$ cat config.mk
export PLATFORM = sky130hd
export DESIGN_NAME = cache_top
export DESIGN_NICKNAME = d
export VERILOG_FILES = /design/src/verilog/cache_pkg.sv /design/src/verilog/cache_csr.sv /design/src/verilog/cache_ctrl.sv /design/src/verilog/cache_store.sv /design/src/verilog/cache_top.sv
export SDC_FILE = /design/constraint.sdc
export NUM_CORES = 1
export LEC_CHECK = 0
export ABC_AREA = 1
export BUFFER_PORTS_ARGS = -buffer_cell sky130_fd_sc_hd__buf_4
export CORE_MARGIN = 10
export CORE_UTILIZATION = 60
export DETAILED_ROUTE_END_ITERATION = 7
export GPL_TIMING_DRIVEN = 0
export PLACE_DENSITY_LB_ADDON = 0.12
export SYNTH_ARGS = -nofsm -noshare
export SYNTH_HDL_FRONTEND = slang
export SYNTH_SLANG_ARGS = --single-unit
$ cat constraint.sdc
create_clock -name clk -period 5.88 [get_ports clk]
set_input_delay 0.588 -clock clk [delete_from_list [all_inputs] [get_ports clk]]
set_output_delay 0.588 -clock clk [all_outputs]
set_load 0.02 [all_outputs]
$ cat src/verilog/cache_pkg.sv
`default_nettype none

package cache_pkg;

	// word address without byte offset
	localparam int addr_w = 16;

	// cpu, memory and register data words
	localparam int data_w = 32;

	// direct mapped with one word per line
	localparam int index_w = 4;
	localparam int tag_w = addr_w - index_w;
	localparam int lines = 1 << index_w;

	// register port select
	localparam int csr_sel_w = 2;

	// enable bit in bit 0
	localparam logic [csr_sel_w-1:0] csr_ctrl = 2'd0;

	// hit counter cleared by a write
	localparam logic [csr_sel_w-1:0] csr_hits = 2'd1;

	// miss counter cleared by a write
	localparam logic [csr_sel_w-1:0] csr_misses = 2'd2;

endpackage

`default_nettype wire

$ cat src/verilog/cache_csr.sv
`timescale 1ns/1ps
`default_nettype none

module cache_csr
(
	input  logic                             clk,
	input  logic                             rst,
	input  logic                             csr_req,
	input  logic                             csr_we,
	input  logic [cache_pkg::csr_sel_w-1:0]  csr_sel,
	input  logic [cache_pkg::data_w-1:0]     csr_wdata,
	output logic                             csr_ack,
	output logic [cache_pkg::data_w-1:0]     csr_rdata,
	output logic                             enable,
	input  logic                             hit_pulse,
	input  logic                             miss_pulse
);

	logic [cache_pkg::data_w-1:0] hits_q;
	logic [cache_pkg::data_w-1:0] misses_q;
	logic access;

	// first cycle of a request only
	assign access = csr_req && !csr_ack;

	always_ff @(posedge clk or negedge rst)
	begin
		if (!rst)
		begin
			csr_ack <= 1'b0;
			enable <= 1'b1;
			hits_q <= '0;
			misses_q <= '0;
		end
		else
		begin
			csr_ack <= csr_req;
			if (access && csr_we && (csr_sel == cache_pkg::csr_ctrl))
				enable <= csr_wdata[0];
			// a clear beats a pulse in the same cycle
			if (access && csr_we && (csr_sel == cache_pkg::csr_hits))
				hits_q <= '0;
			else if (hit_pulse && (hits_q != '1))
				hits_q <= hits_q + 1'b1;
			if (access && csr_we && (csr_sel == cache_pkg::csr_misses))
				misses_q <= '0;
			else if (miss_pulse && (misses_q != '1))
				misses_q <= misses_q + 1'b1;
		end
	end

	always_ff @(posedge clk)
	begin
		if (access && !csr_we)
		begin
			case (csr_sel)
				cache_pkg::csr_ctrl:   csr_rdata <= {{(cache_pkg::data_w-1){1'b0}}, enable};
				cache_pkg::csr_hits:   csr_rdata <= hits_q;
				cache_pkg::csr_misses: csr_rdata <= misses_q;
				default:               csr_rdata <= '0;
			endcase
		end
	end

endmodule

`default_nettype wire

$ cat src/verilog/cache_ctrl.sv
`timescale 1ns/1ps
`default_nettype none

module cache_ctrl
(
	input  logic                           clk,
	input  logic                           rst,
	input  logic                           cpu_req,
	input  logic                           cpu_we,
	input  logic [cache_pkg::addr_w-1:0]   cpu_addr,
	input  logic [cache_pkg::data_w-1:0]   cpu_wdata,
	output logic                           cpu_ack,
	output logic [cache_pkg::data_w-1:0]   cpu_rdata,
	output logic                           mem_req,
	output logic                           mem_we,
	output logic [cache_pkg::addr_w-1:0]   mem_addr,
	output logic [cache_pkg::data_w-1:0]   mem_wdata,
	input  logic                           mem_ack,
	input  logic [cache_pkg::data_w-1:0]   mem_rdata,
	input  logic                           enable,
	output logic                           hit_pulse,
	output logic                           miss_pulse,
	output logic [cache_pkg::index_w-1:0]  lookup_index,
	output logic [cache_pkg::tag_w-1:0]    lookup_tag,
	input  logic                           hit,
	input  logic                           victim_dirty,
	input  logic [cache_pkg::tag_w-1:0]    victim_tag,
	input  logic [cache_pkg::data_w-1:0]   victim_data,
	output logic                           fill_en,
	output logic [cache_pkg::tag_w-1:0]    fill_tag,
	output logic [cache_pkg::data_w-1:0]   fill_data,
	output logic                           fill_dirty,
	input  logic [cache_pkg::data_w-1:0]   line_data
);

	localparam logic [2:0] s_idle        = 3'd0;
	localparam logic [2:0] s_compare     = 3'd1;
	localparam logic [2:0] s_write_back  = 3'd2;
	localparam logic [2:0] s_allocate    = 3'd3;
	localparam logic [2:0] s_bypass      = 3'd4;
	localparam logic [2:0] s_mem_release = 3'd5;
	localparam logic [2:0] s_done        = 3'd6;

	logic [2:0] state;
	// where to go once mem_ack has fallen
	logic [2:0] ret_state;
	logic first_q;
	logic [cache_pkg::addr_w-1:0] addr_q;
	logic we_q;
	logic [cache_pkg::data_w-1:0] wdata_q;

	logic accept;
	logic cmp_dirty;
	logic cmp_clean;
	logic rel_alloc;

	assign accept = (state == s_idle) && cpu_req;
	assign cmp_dirty = (state == s_compare) && !hit && victim_dirty;
	assign cmp_clean = (state == s_compare) && !hit && !victim_dirty;
	assign rel_alloc = (state == s_mem_release) && !mem_ack && (ret_state == s_allocate);

	assign lookup_index = addr_q[cache_pkg::index_w-1:0];
	assign lookup_tag = addr_q[cache_pkg::addr_w-1:cache_pkg::index_w];

	// counted at the first compare only
	assign hit_pulse = (state == s_compare) && first_q && hit;
	assign miss_pulse = (state == s_compare) && first_q && !hit;

	// write hit or refill as the read data arrives
	assign fill_en = ((state == s_compare) && hit && we_q) || ((state == s_allocate) && mem_ack);
	assign fill_tag = lookup_tag;
	assign fill_data = we_q ? wdata_q : mem_rdata;
	assign fill_dirty = we_q;

	always_ff @(posedge clk or negedge rst)
	begin
		if (!rst)
		begin
			state <= s_idle;
			ret_state <= s_idle;
			first_q <= 1'b0;
			cpu_ack <= 1'b0;
			mem_req <= 1'b0;
			mem_we <= 1'b0;
		end
		else
		begin
			case (state)
				s_idle:
				begin
					if (cpu_req && enable)
					begin
						first_q <= 1'b1;
						state <= s_compare;
					end
					else if (cpu_req)
					begin
						mem_req <= 1'b1;
						mem_we <= cpu_we;
						state <= s_bypass;
					end
				end
				s_compare:
				begin
					first_q <= 1'b0;
					if (hit)
					begin
						cpu_ack <= 1'b1;
						state <= s_done;
					end
					else
					begin
						// dirty victim goes out before the refill
						mem_req <= 1'b1;
						mem_we <= victim_dirty;
						state <= victim_dirty ? s_write_back : s_allocate;
					end
				end
				s_write_back, s_allocate, s_bypass:
				begin
					if (mem_ack)
					begin
						mem_req <= 1'b0;
						state <= s_mem_release;
						if (state == s_write_back)
							ret_state <= s_allocate;
						else if (state == s_allocate)
							ret_state <= s_compare;
						else
							ret_state <= s_done;
					end
				end
				s_mem_release:
				begin
					if (!mem_ack)
					begin
						if (ret_state == s_allocate)
						begin
							mem_req <= 1'b1;
							mem_we <= 1'b0;
						end
						else if (ret_state == s_done)
							cpu_ack <= 1'b1;
						state <= ret_state;
					end
				end
				s_done:
				begin
					if (!cpu_req)
					begin
						cpu_ack <= 1'b0;
						state <= s_idle;
					end
				end
				default:
					state <= s_idle;
			endcase
		end
	end

	always_ff @(posedge clk)
	begin
		if (accept)
		begin
			addr_q <= cpu_addr;
			we_q <= cpu_we;
			wdata_q <= cpu_wdata;
		end
		if (accept && !enable)
		begin
			mem_addr <= cpu_addr;
			mem_wdata <= cpu_wdata;
		end
		else if (cmp_dirty)
		begin
			mem_addr <= {victim_tag, lookup_index};
			mem_wdata <= victim_data;
		end
		else if (cmp_clean || rel_alloc)
			mem_addr <= addr_q;
		if ((state == s_compare) && hit && !we_q)
			cpu_rdata <= line_data;
		else if ((state == s_bypass) && mem_ack && !we_q)
			cpu_rdata <= mem_rdata;
	end

endmodule

`default_nettype wire

$ cat src/verilog/cache_store.sv
`timescale 1ns/1ps
`default_nettype none

module cache_store
(
	input  logic                           clk,
	input  logic                           rst,
	input  logic [cache_pkg::index_w-1:0]  lookup_index,
	input  logic [cache_pkg::tag_w-1:0]    lookup_tag,
	output logic                           hit,
	output logic                           victim_dirty,
	output logic [cache_pkg::tag_w-1:0]    victim_tag,
	output logic [cache_pkg::data_w-1:0]   victim_data,
	output logic [cache_pkg::data_w-1:0]   line_data,
	input  logic                           fill_en,
	input  logic [cache_pkg::tag_w-1:0]    fill_tag,
	input  logic [cache_pkg::data_w-1:0]   fill_data,
	input  logic                           fill_dirty
);

	logic [cache_pkg::lines-1:0] valid_q;
	logic [cache_pkg::lines-1:0] dirty_q;
	logic [cache_pkg::tag_w-1:0] tag_q [cache_pkg::lines];
	logic [cache_pkg::data_w-1:0] data_q [cache_pkg::lines];

	logic [cache_pkg::data_w-1:0] word;

	// selected line read straight off the arrays
	assign word = data_q[lookup_index];
	assign victim_tag = tag_q[lookup_index];
	assign hit = valid_q[lookup_index] && (victim_tag == lookup_tag);
	assign victim_dirty = valid_q[lookup_index] && dirty_q[lookup_index];

	// write-back source and read return are one word
	assign victim_data = word;
	assign line_data = word;

	always_ff @(posedge clk or negedge rst)
	begin
		if (!rst)
		begin
			valid_q <= '0;
			dirty_q <= '0;
		end
		else if (fill_en)
		begin
			valid_q[lookup_index] <= 1'b1;
			dirty_q[lookup_index] <= fill_dirty;
		end
	end

	always_ff @(posedge clk)
	begin
		if (fill_en)
		begin
			tag_q[lookup_index] <= fill_tag;
			data_q[lookup_index] <= fill_data;
		end
	end

endmodule

`default_nettype wire

$ cat src/verilog/cache_top.sv
`timescale 1ns/1ps
`default_nettype none

module cache_top
(
	input  logic                             clk,
	input  logic                             rst,
	input  logic                             cpu_req,
	input  logic                             cpu_we,
	input  logic [cache_pkg::addr_w-1:0]     cpu_addr,
	input  logic [cache_pkg::data_w-1:0]     cpu_wdata,
	output logic                             cpu_ack,
	output logic [cache_pkg::data_w-1:0]     cpu_rdata,
	output logic                             mem_req,
	output logic                             mem_we,
	output logic [cache_pkg::addr_w-1:0]     mem_addr,
	output logic [cache_pkg::data_w-1:0]     mem_wdata,
	input  logic                             mem_ack,
	input  logic [cache_pkg::data_w-1:0]     mem_rdata,
	input  logic                             csr_req,
	input  logic                             csr_we,
	input  logic [cache_pkg::csr_sel_w-1:0]  csr_sel,
	input  logic [cache_pkg::data_w-1:0]     csr_wdata,
	output logic                             csr_ack,
	output logic [cache_pkg::data_w-1:0]     csr_rdata
);

	// controller to register block
	logic enable;
	logic hit_pulse;
	logic miss_pulse;

	// controller to store
	logic [cache_pkg::index_w-1:0] lookup_index;
	logic [cache_pkg::tag_w-1:0] lookup_tag;
	logic hit;
	logic victim_dirty;
	logic [cache_pkg::tag_w-1:0] victim_tag;
	logic [cache_pkg::data_w-1:0] victim_data;
	logic [cache_pkg::data_w-1:0] line_data;
	logic fill_en;
	logic [cache_pkg::tag_w-1:0] fill_tag;
	logic [cache_pkg::data_w-1:0] fill_data;
	logic fill_dirty;

	cache_ctrl i_ctrl (.*);

	cache_store i_store (.*);

	cache_csr i_csr (.*);

endmodule

`default_nettype wire
==> flow_summary.ini <==
[status]
status = complete, no violations

[sta]
tightestPinTransition_ns = 1.184
final-max-slew-violation-count = 0
timing_hold_violations_final = 0
totalNegativeSetupSlack_ns = 0
fmax_mhz = 231.0
grt_setup_unrepaired = no
clock_skew_ns = 0.03785
slew_headroom_pct = 21.04
setup-violations-final = 0
final.period_utilization_pct = 73.62
timing.final.crit_period_ns = 4.329

[place]
place.detailed.hpwl_um = 84290
io_buffers = 205
gp_congestion = 0.9474

[detailed_routing]
wl_um = 131300
route.detailed.wl_per_inst_um = 26.48
drt-initial-drc-count = 4499
postRouteAntennaNets = 0
drc_errors = 0
drt_pass1_iterations = 6
routed-via-count = 31430
viasPerCell = 6.336

[setup_path]
critical_path.max_fanout = 24
criticalPathCategory = flop to flop
worstSetupEndpointType = flop
setup.worst_path.start_class = flop
worst_ep_arrival_time_ns = 4.68
critical_path_rt_ns = 6.23

[final_layout]
post_route_cells_drive_above_1_share_pct = 10.99
areaGrowthSynthToFinish_pct = 15.42
multi_input_area_sq_um = 10770
antennaDiodeCount = 0
seq_area_sq_um = 28760
fill_cells = 4945
finalNetCount = 4120

[logic_synthesis]
syn_avg_cell_area_sq_um = 11.23
mappedNetlistNets = 3792
dominantRegCellSynth = sky130_fd_sc_hd__edfxtp_1
yosysSeqAreaShare_pct = 69.81
yosysUniqueCellTypes = 41
postSynthCellCount = 3669
ys_seq_elements = 977
mappedNetlistArea_sq_um = 41190
count_of_flip_flops_with_a_built_in_enable_after_synthesis = 865
yosysWarnings = 0
synth_async_sr_flop_share_pct = 11.05

[clock_network]
post_cts_resized = 0
clock-root-buffer = sky130_fd_sc_hd__clkbuf_16
cts_h_tree_lvls = 3
max-clock-path-buffers = 3
holdBufCountCts = 1
clk_pin_slew_ns = 0.06
numCtsBuffers = 100
worstSkewPairLatency_ns = 0.67
tritoncts = done
post_cts.repair.setup_buffers = 0
tritoncts_num_sinks = 977

[power]
max-vdd-ir-drop_uv = 402.0
pwr_density_cell_nw_per_um2 = 416.6
static-leakage-power_nw = 17.69
report.power.total_mw = 19.81

[flow_run]
drv_cap = 0

[floorplanning]
start_util_pct = 60.27
area_of_the_die_sq_um = 79540
core_area_sq_um = 68350
rows = 96
die_height_um = 282.0
io_pins = 237
dieWidth_um = 282.0

[global_route]
globalRouteOverflowTotal = 0
grt_start_max_net_pins = 70
antenna_violations_before_repair = 0
grt_pass1_vias = 30300
grt_first_pass_wirelength_um = 192500
global_route_usage_over_all_layers_pct = 32.73

[worst_hold_path]
hold_path.class = primary input to flop
-- cell usage after synthesis, types with 34 or more instances --
cell                       count  area (sq um)
sky130_fd_sc_hd__a31oi_1      34         212.7
sky130_fd_sc_hd__nand2_1     745          2796
sky130_fd_sc_hd__edfxtp_1    865         25970
sky130_fd_sc_hd__a21oi_1      37         185.2
sky130_fd_sc_hd__o21ai_0     329          1647
sky130_fd_sc_hd__nor2_1      475          1783
sky130_fd_sc_hd__o221ai_1    100         875.8
sky130_fd_sc_hd__nor3_1       45         225.2
sky130_fd_sc_hd__o211ai_1     38         285.3
sky130_fd_sc_hd__nand3_1     283          1416
sky130_fd_sc_hd__o22ai_1      46         287.8
sky130_fd_sc_hd__inv_1       202         758.2
sky130_fd_sc_hd__dfrtp_1     107          2678
sky130_fd_sc_hd__clkbuf_1    142         533.0
sky130_fd_sc_hd__xor2_1       38         332.8
-- layer usage --
layer | share of wire (%) | global-route usage [%]
met5 | 0 | 0
met4 | 3.8 | 12.09
met3 | 13 | 7.331
met2 | 47 | 52.33
met1 | 37 | 43.69
-- flip-flops by register name, indices dropped and copies added, names as in the netlist, 32 cells and up, named ones only --
register	flops
i_ctrl.cpu_rdata	32
i_ctrl.wdata_q	32
i_store.data_q	512
i_ctrl.mem_wdata	32
i_store.tag_q	192
i_csr.misses_q	32
i_csr.hits_q	32
i_csr.csr_rdata	32
-- report_power, final --
part	total [mW]	switching, mW	internal (mW)
sequential	8.57	0.330	8.24
clock	6.28	2.73	3.55
combinational	4.96	3.60	1.36
total	19.8	6.66	13.1
-- cell type report --
| cell class | instances | share of cell area, % |
|---|---|---|
| plain buffers | 205 | 1.876 |
| clock buffers | 119 | 5.524 |
| clock inverters | 64 | 1.216 |
| inverters | 214 | 1.732 |
| multi-input cells | 2273 | 22.64 |
| flip-flops and latches | 977 | 60.49 |
| well taps | 882 | 2.321 |
| repair buffers | 226 | 4.203 |
-- worst max-delay path, stage by stage (launching register included) --
cell and delay [ns]:
sky130_fd_sc_hd__dfxtp_1 0.30, sky130_fd_sc_hd__buf_2 0.19, sky130_fd_sc_hd__clkinv_1 0.20, sky130_fd_sc_hd__clkbuf_1 0.74, sky130_fd_sc_hd__nand3_1 0.25, sky130_fd_sc_hd__nand3_1 0.26
sky130_fd_sc_hd__nand2_1 0.08, sky130_fd_sc_hd__nor2_1 0.10, sky130_fd_sc_hd__nand2_1 0.07, sky130_fd_sc_hd__nor2_2 0.18, sky130_fd_sc_hd__nand4_1 0.12, sky130_fd_sc_hd__nand2_1 0.18
sky130_fd_sc_hd__buf_2 0.27, sky130_fd_sc_hd__nand2_1 0.14, sky130_fd_sc_hd__inv_2 0.57, sky130_fd_sc_hd__buf_12 0.30
-- cells in the final DEF, fill, tap and decap left out, types with 8 or more instances in the layout --
| cell | Yosys | routed |
|---|---|---|
| sky130_fd_sc_hd__a21oi_1 | 37 | 36 |
| sky130_fd_sc_hd__nor2_1 | 475 | 474 |
| sky130_fd_sc_hd__xor2_1 | 38 | 38 |
| sky130_fd_sc_hd__clkinv_2 | 0 | 13 |
| sky130_fd_sc_hd__nand4_1 | 27 | 27 |
| sky130_fd_sc_hd__xnor2_1 | 11 | 11 |
| sky130_fd_sc_hd__nand3_1 | 283 | 283 |
| sky130_fd_sc_hd__nor4_1 | 10 | 10 |
| sky130_fd_sc_hd__a31oi_1 | 34 | 34 |
| sky130_fd_sc_hd__dfrtp_1 | 107 | 107 |
| sky130_fd_sc_hd__buf_1 | 14 | 14 |
| sky130_fd_sc_hd__bufinv_16 | 0 | 8 |
| sky130_fd_sc_hd__o22ai_1 | 46 | 46 |
| sky130_fd_sc_hd__inv_4 | 0 | 8 |
| sky130_fd_sc_hd__inv_1 | 202 | 189 |
| sky130_fd_sc_hd__clkinv_1 | 5 | 35 |
| sky130_fd_sc_hd__o211ai_1 | 38 | 38 |
| sky130_fd_sc_hd__nor3_1 | 45 | 44 |
| sky130_fd_sc_hd__nand2_1 | 745 | 744 |
| sky130_fd_sc_hd__o21ai_0 | 329 | 329 |
| sky130_fd_sc_hd__clkbuf_16 | 0 | 102 |
| sky130_fd_sc_hd__o21ai_1 | 26 | 26 |
| sky130_fd_sc_hd__clkbuf_1 | 142 | 158 |
| sky130_fd_sc_hd__o221ai_1 | 100 | 100 |
| sky130_fd_sc_hd__edfxtp_1 | 865 | 865 |
| sky130_fd_sc_hd__inv_2 | 7 | 12 |
| sky130_fd_sc_hd__buf_12 | 0 | 8 |
| sky130_fd_sc_hd__buf_4 | 12 | 216 |
| sky130_fd_sc_hd__buf_6 | 5 | 8 |
| sky130_fd_sc_hd__buf_16 | 0 | 9 |
| sky130_fd_sc_hd__buf_2 | 32 | 32 |
-- cell families (layout without fill, tap and decap cells) --
group | after synthesis | in the layout | synth area share [%]
DFF | 977 | 977 | 69.81
xor gates and xnor gates | 49 | 49 | 1.042
buffers and inverters | 419 | 828 | 4.116
muxes | 1 | 1 | 0.02733
adders and majority gates | 2 | 2 | 0.06074
and+or+nand+nor | 1599 | 1599 | 15.91
AOI/OAI and AO/OA | 622 | 622 | 9.030
-- path summary, 6_finish.rpt --
path	start	depth (start not counted)	end	slack [ns]
setup / recovery	flop	15	i_store.tag_q[12][8]	1.55
hold / removal	csr_req	1	i_csr.csr_ack	0.04
setup reg to reg	flop	15	i_store.tag_q[12][8]	1.55
hold reg to reg	i_store.valid_q[3]	2	i_store.valid_q[3]	0.46
max in group asynchronous	rst	3	i_csr.misses_q[7]	4.74
min in group asynchronous	rst	2	i_csr.hits_q[24]	0.40
-- through the flow --
stage / setup WS (ns) / util [%] / cells / instance area [sq um] / hold WS (ns)
floorplan: 0.8703 / - / 3669 / 41190 / 0.2924
global placement: -3.397 / 64.14 / 4756 / 43840 / 0.4348
detailed placement: 1.715 / 64.87 / 4776 / 44330 / 0.4447
CTS: 1.669 / 69.57 / 4960 / 47550 / 0.01860
global route: 1.411 / 69.57 / 4960 / 47550 / 0.01977
finish: 1.551 / 69.57 / 4960 / 47550 / 0.04016
No activity file was read; power rests on OpenSTA's default activity.
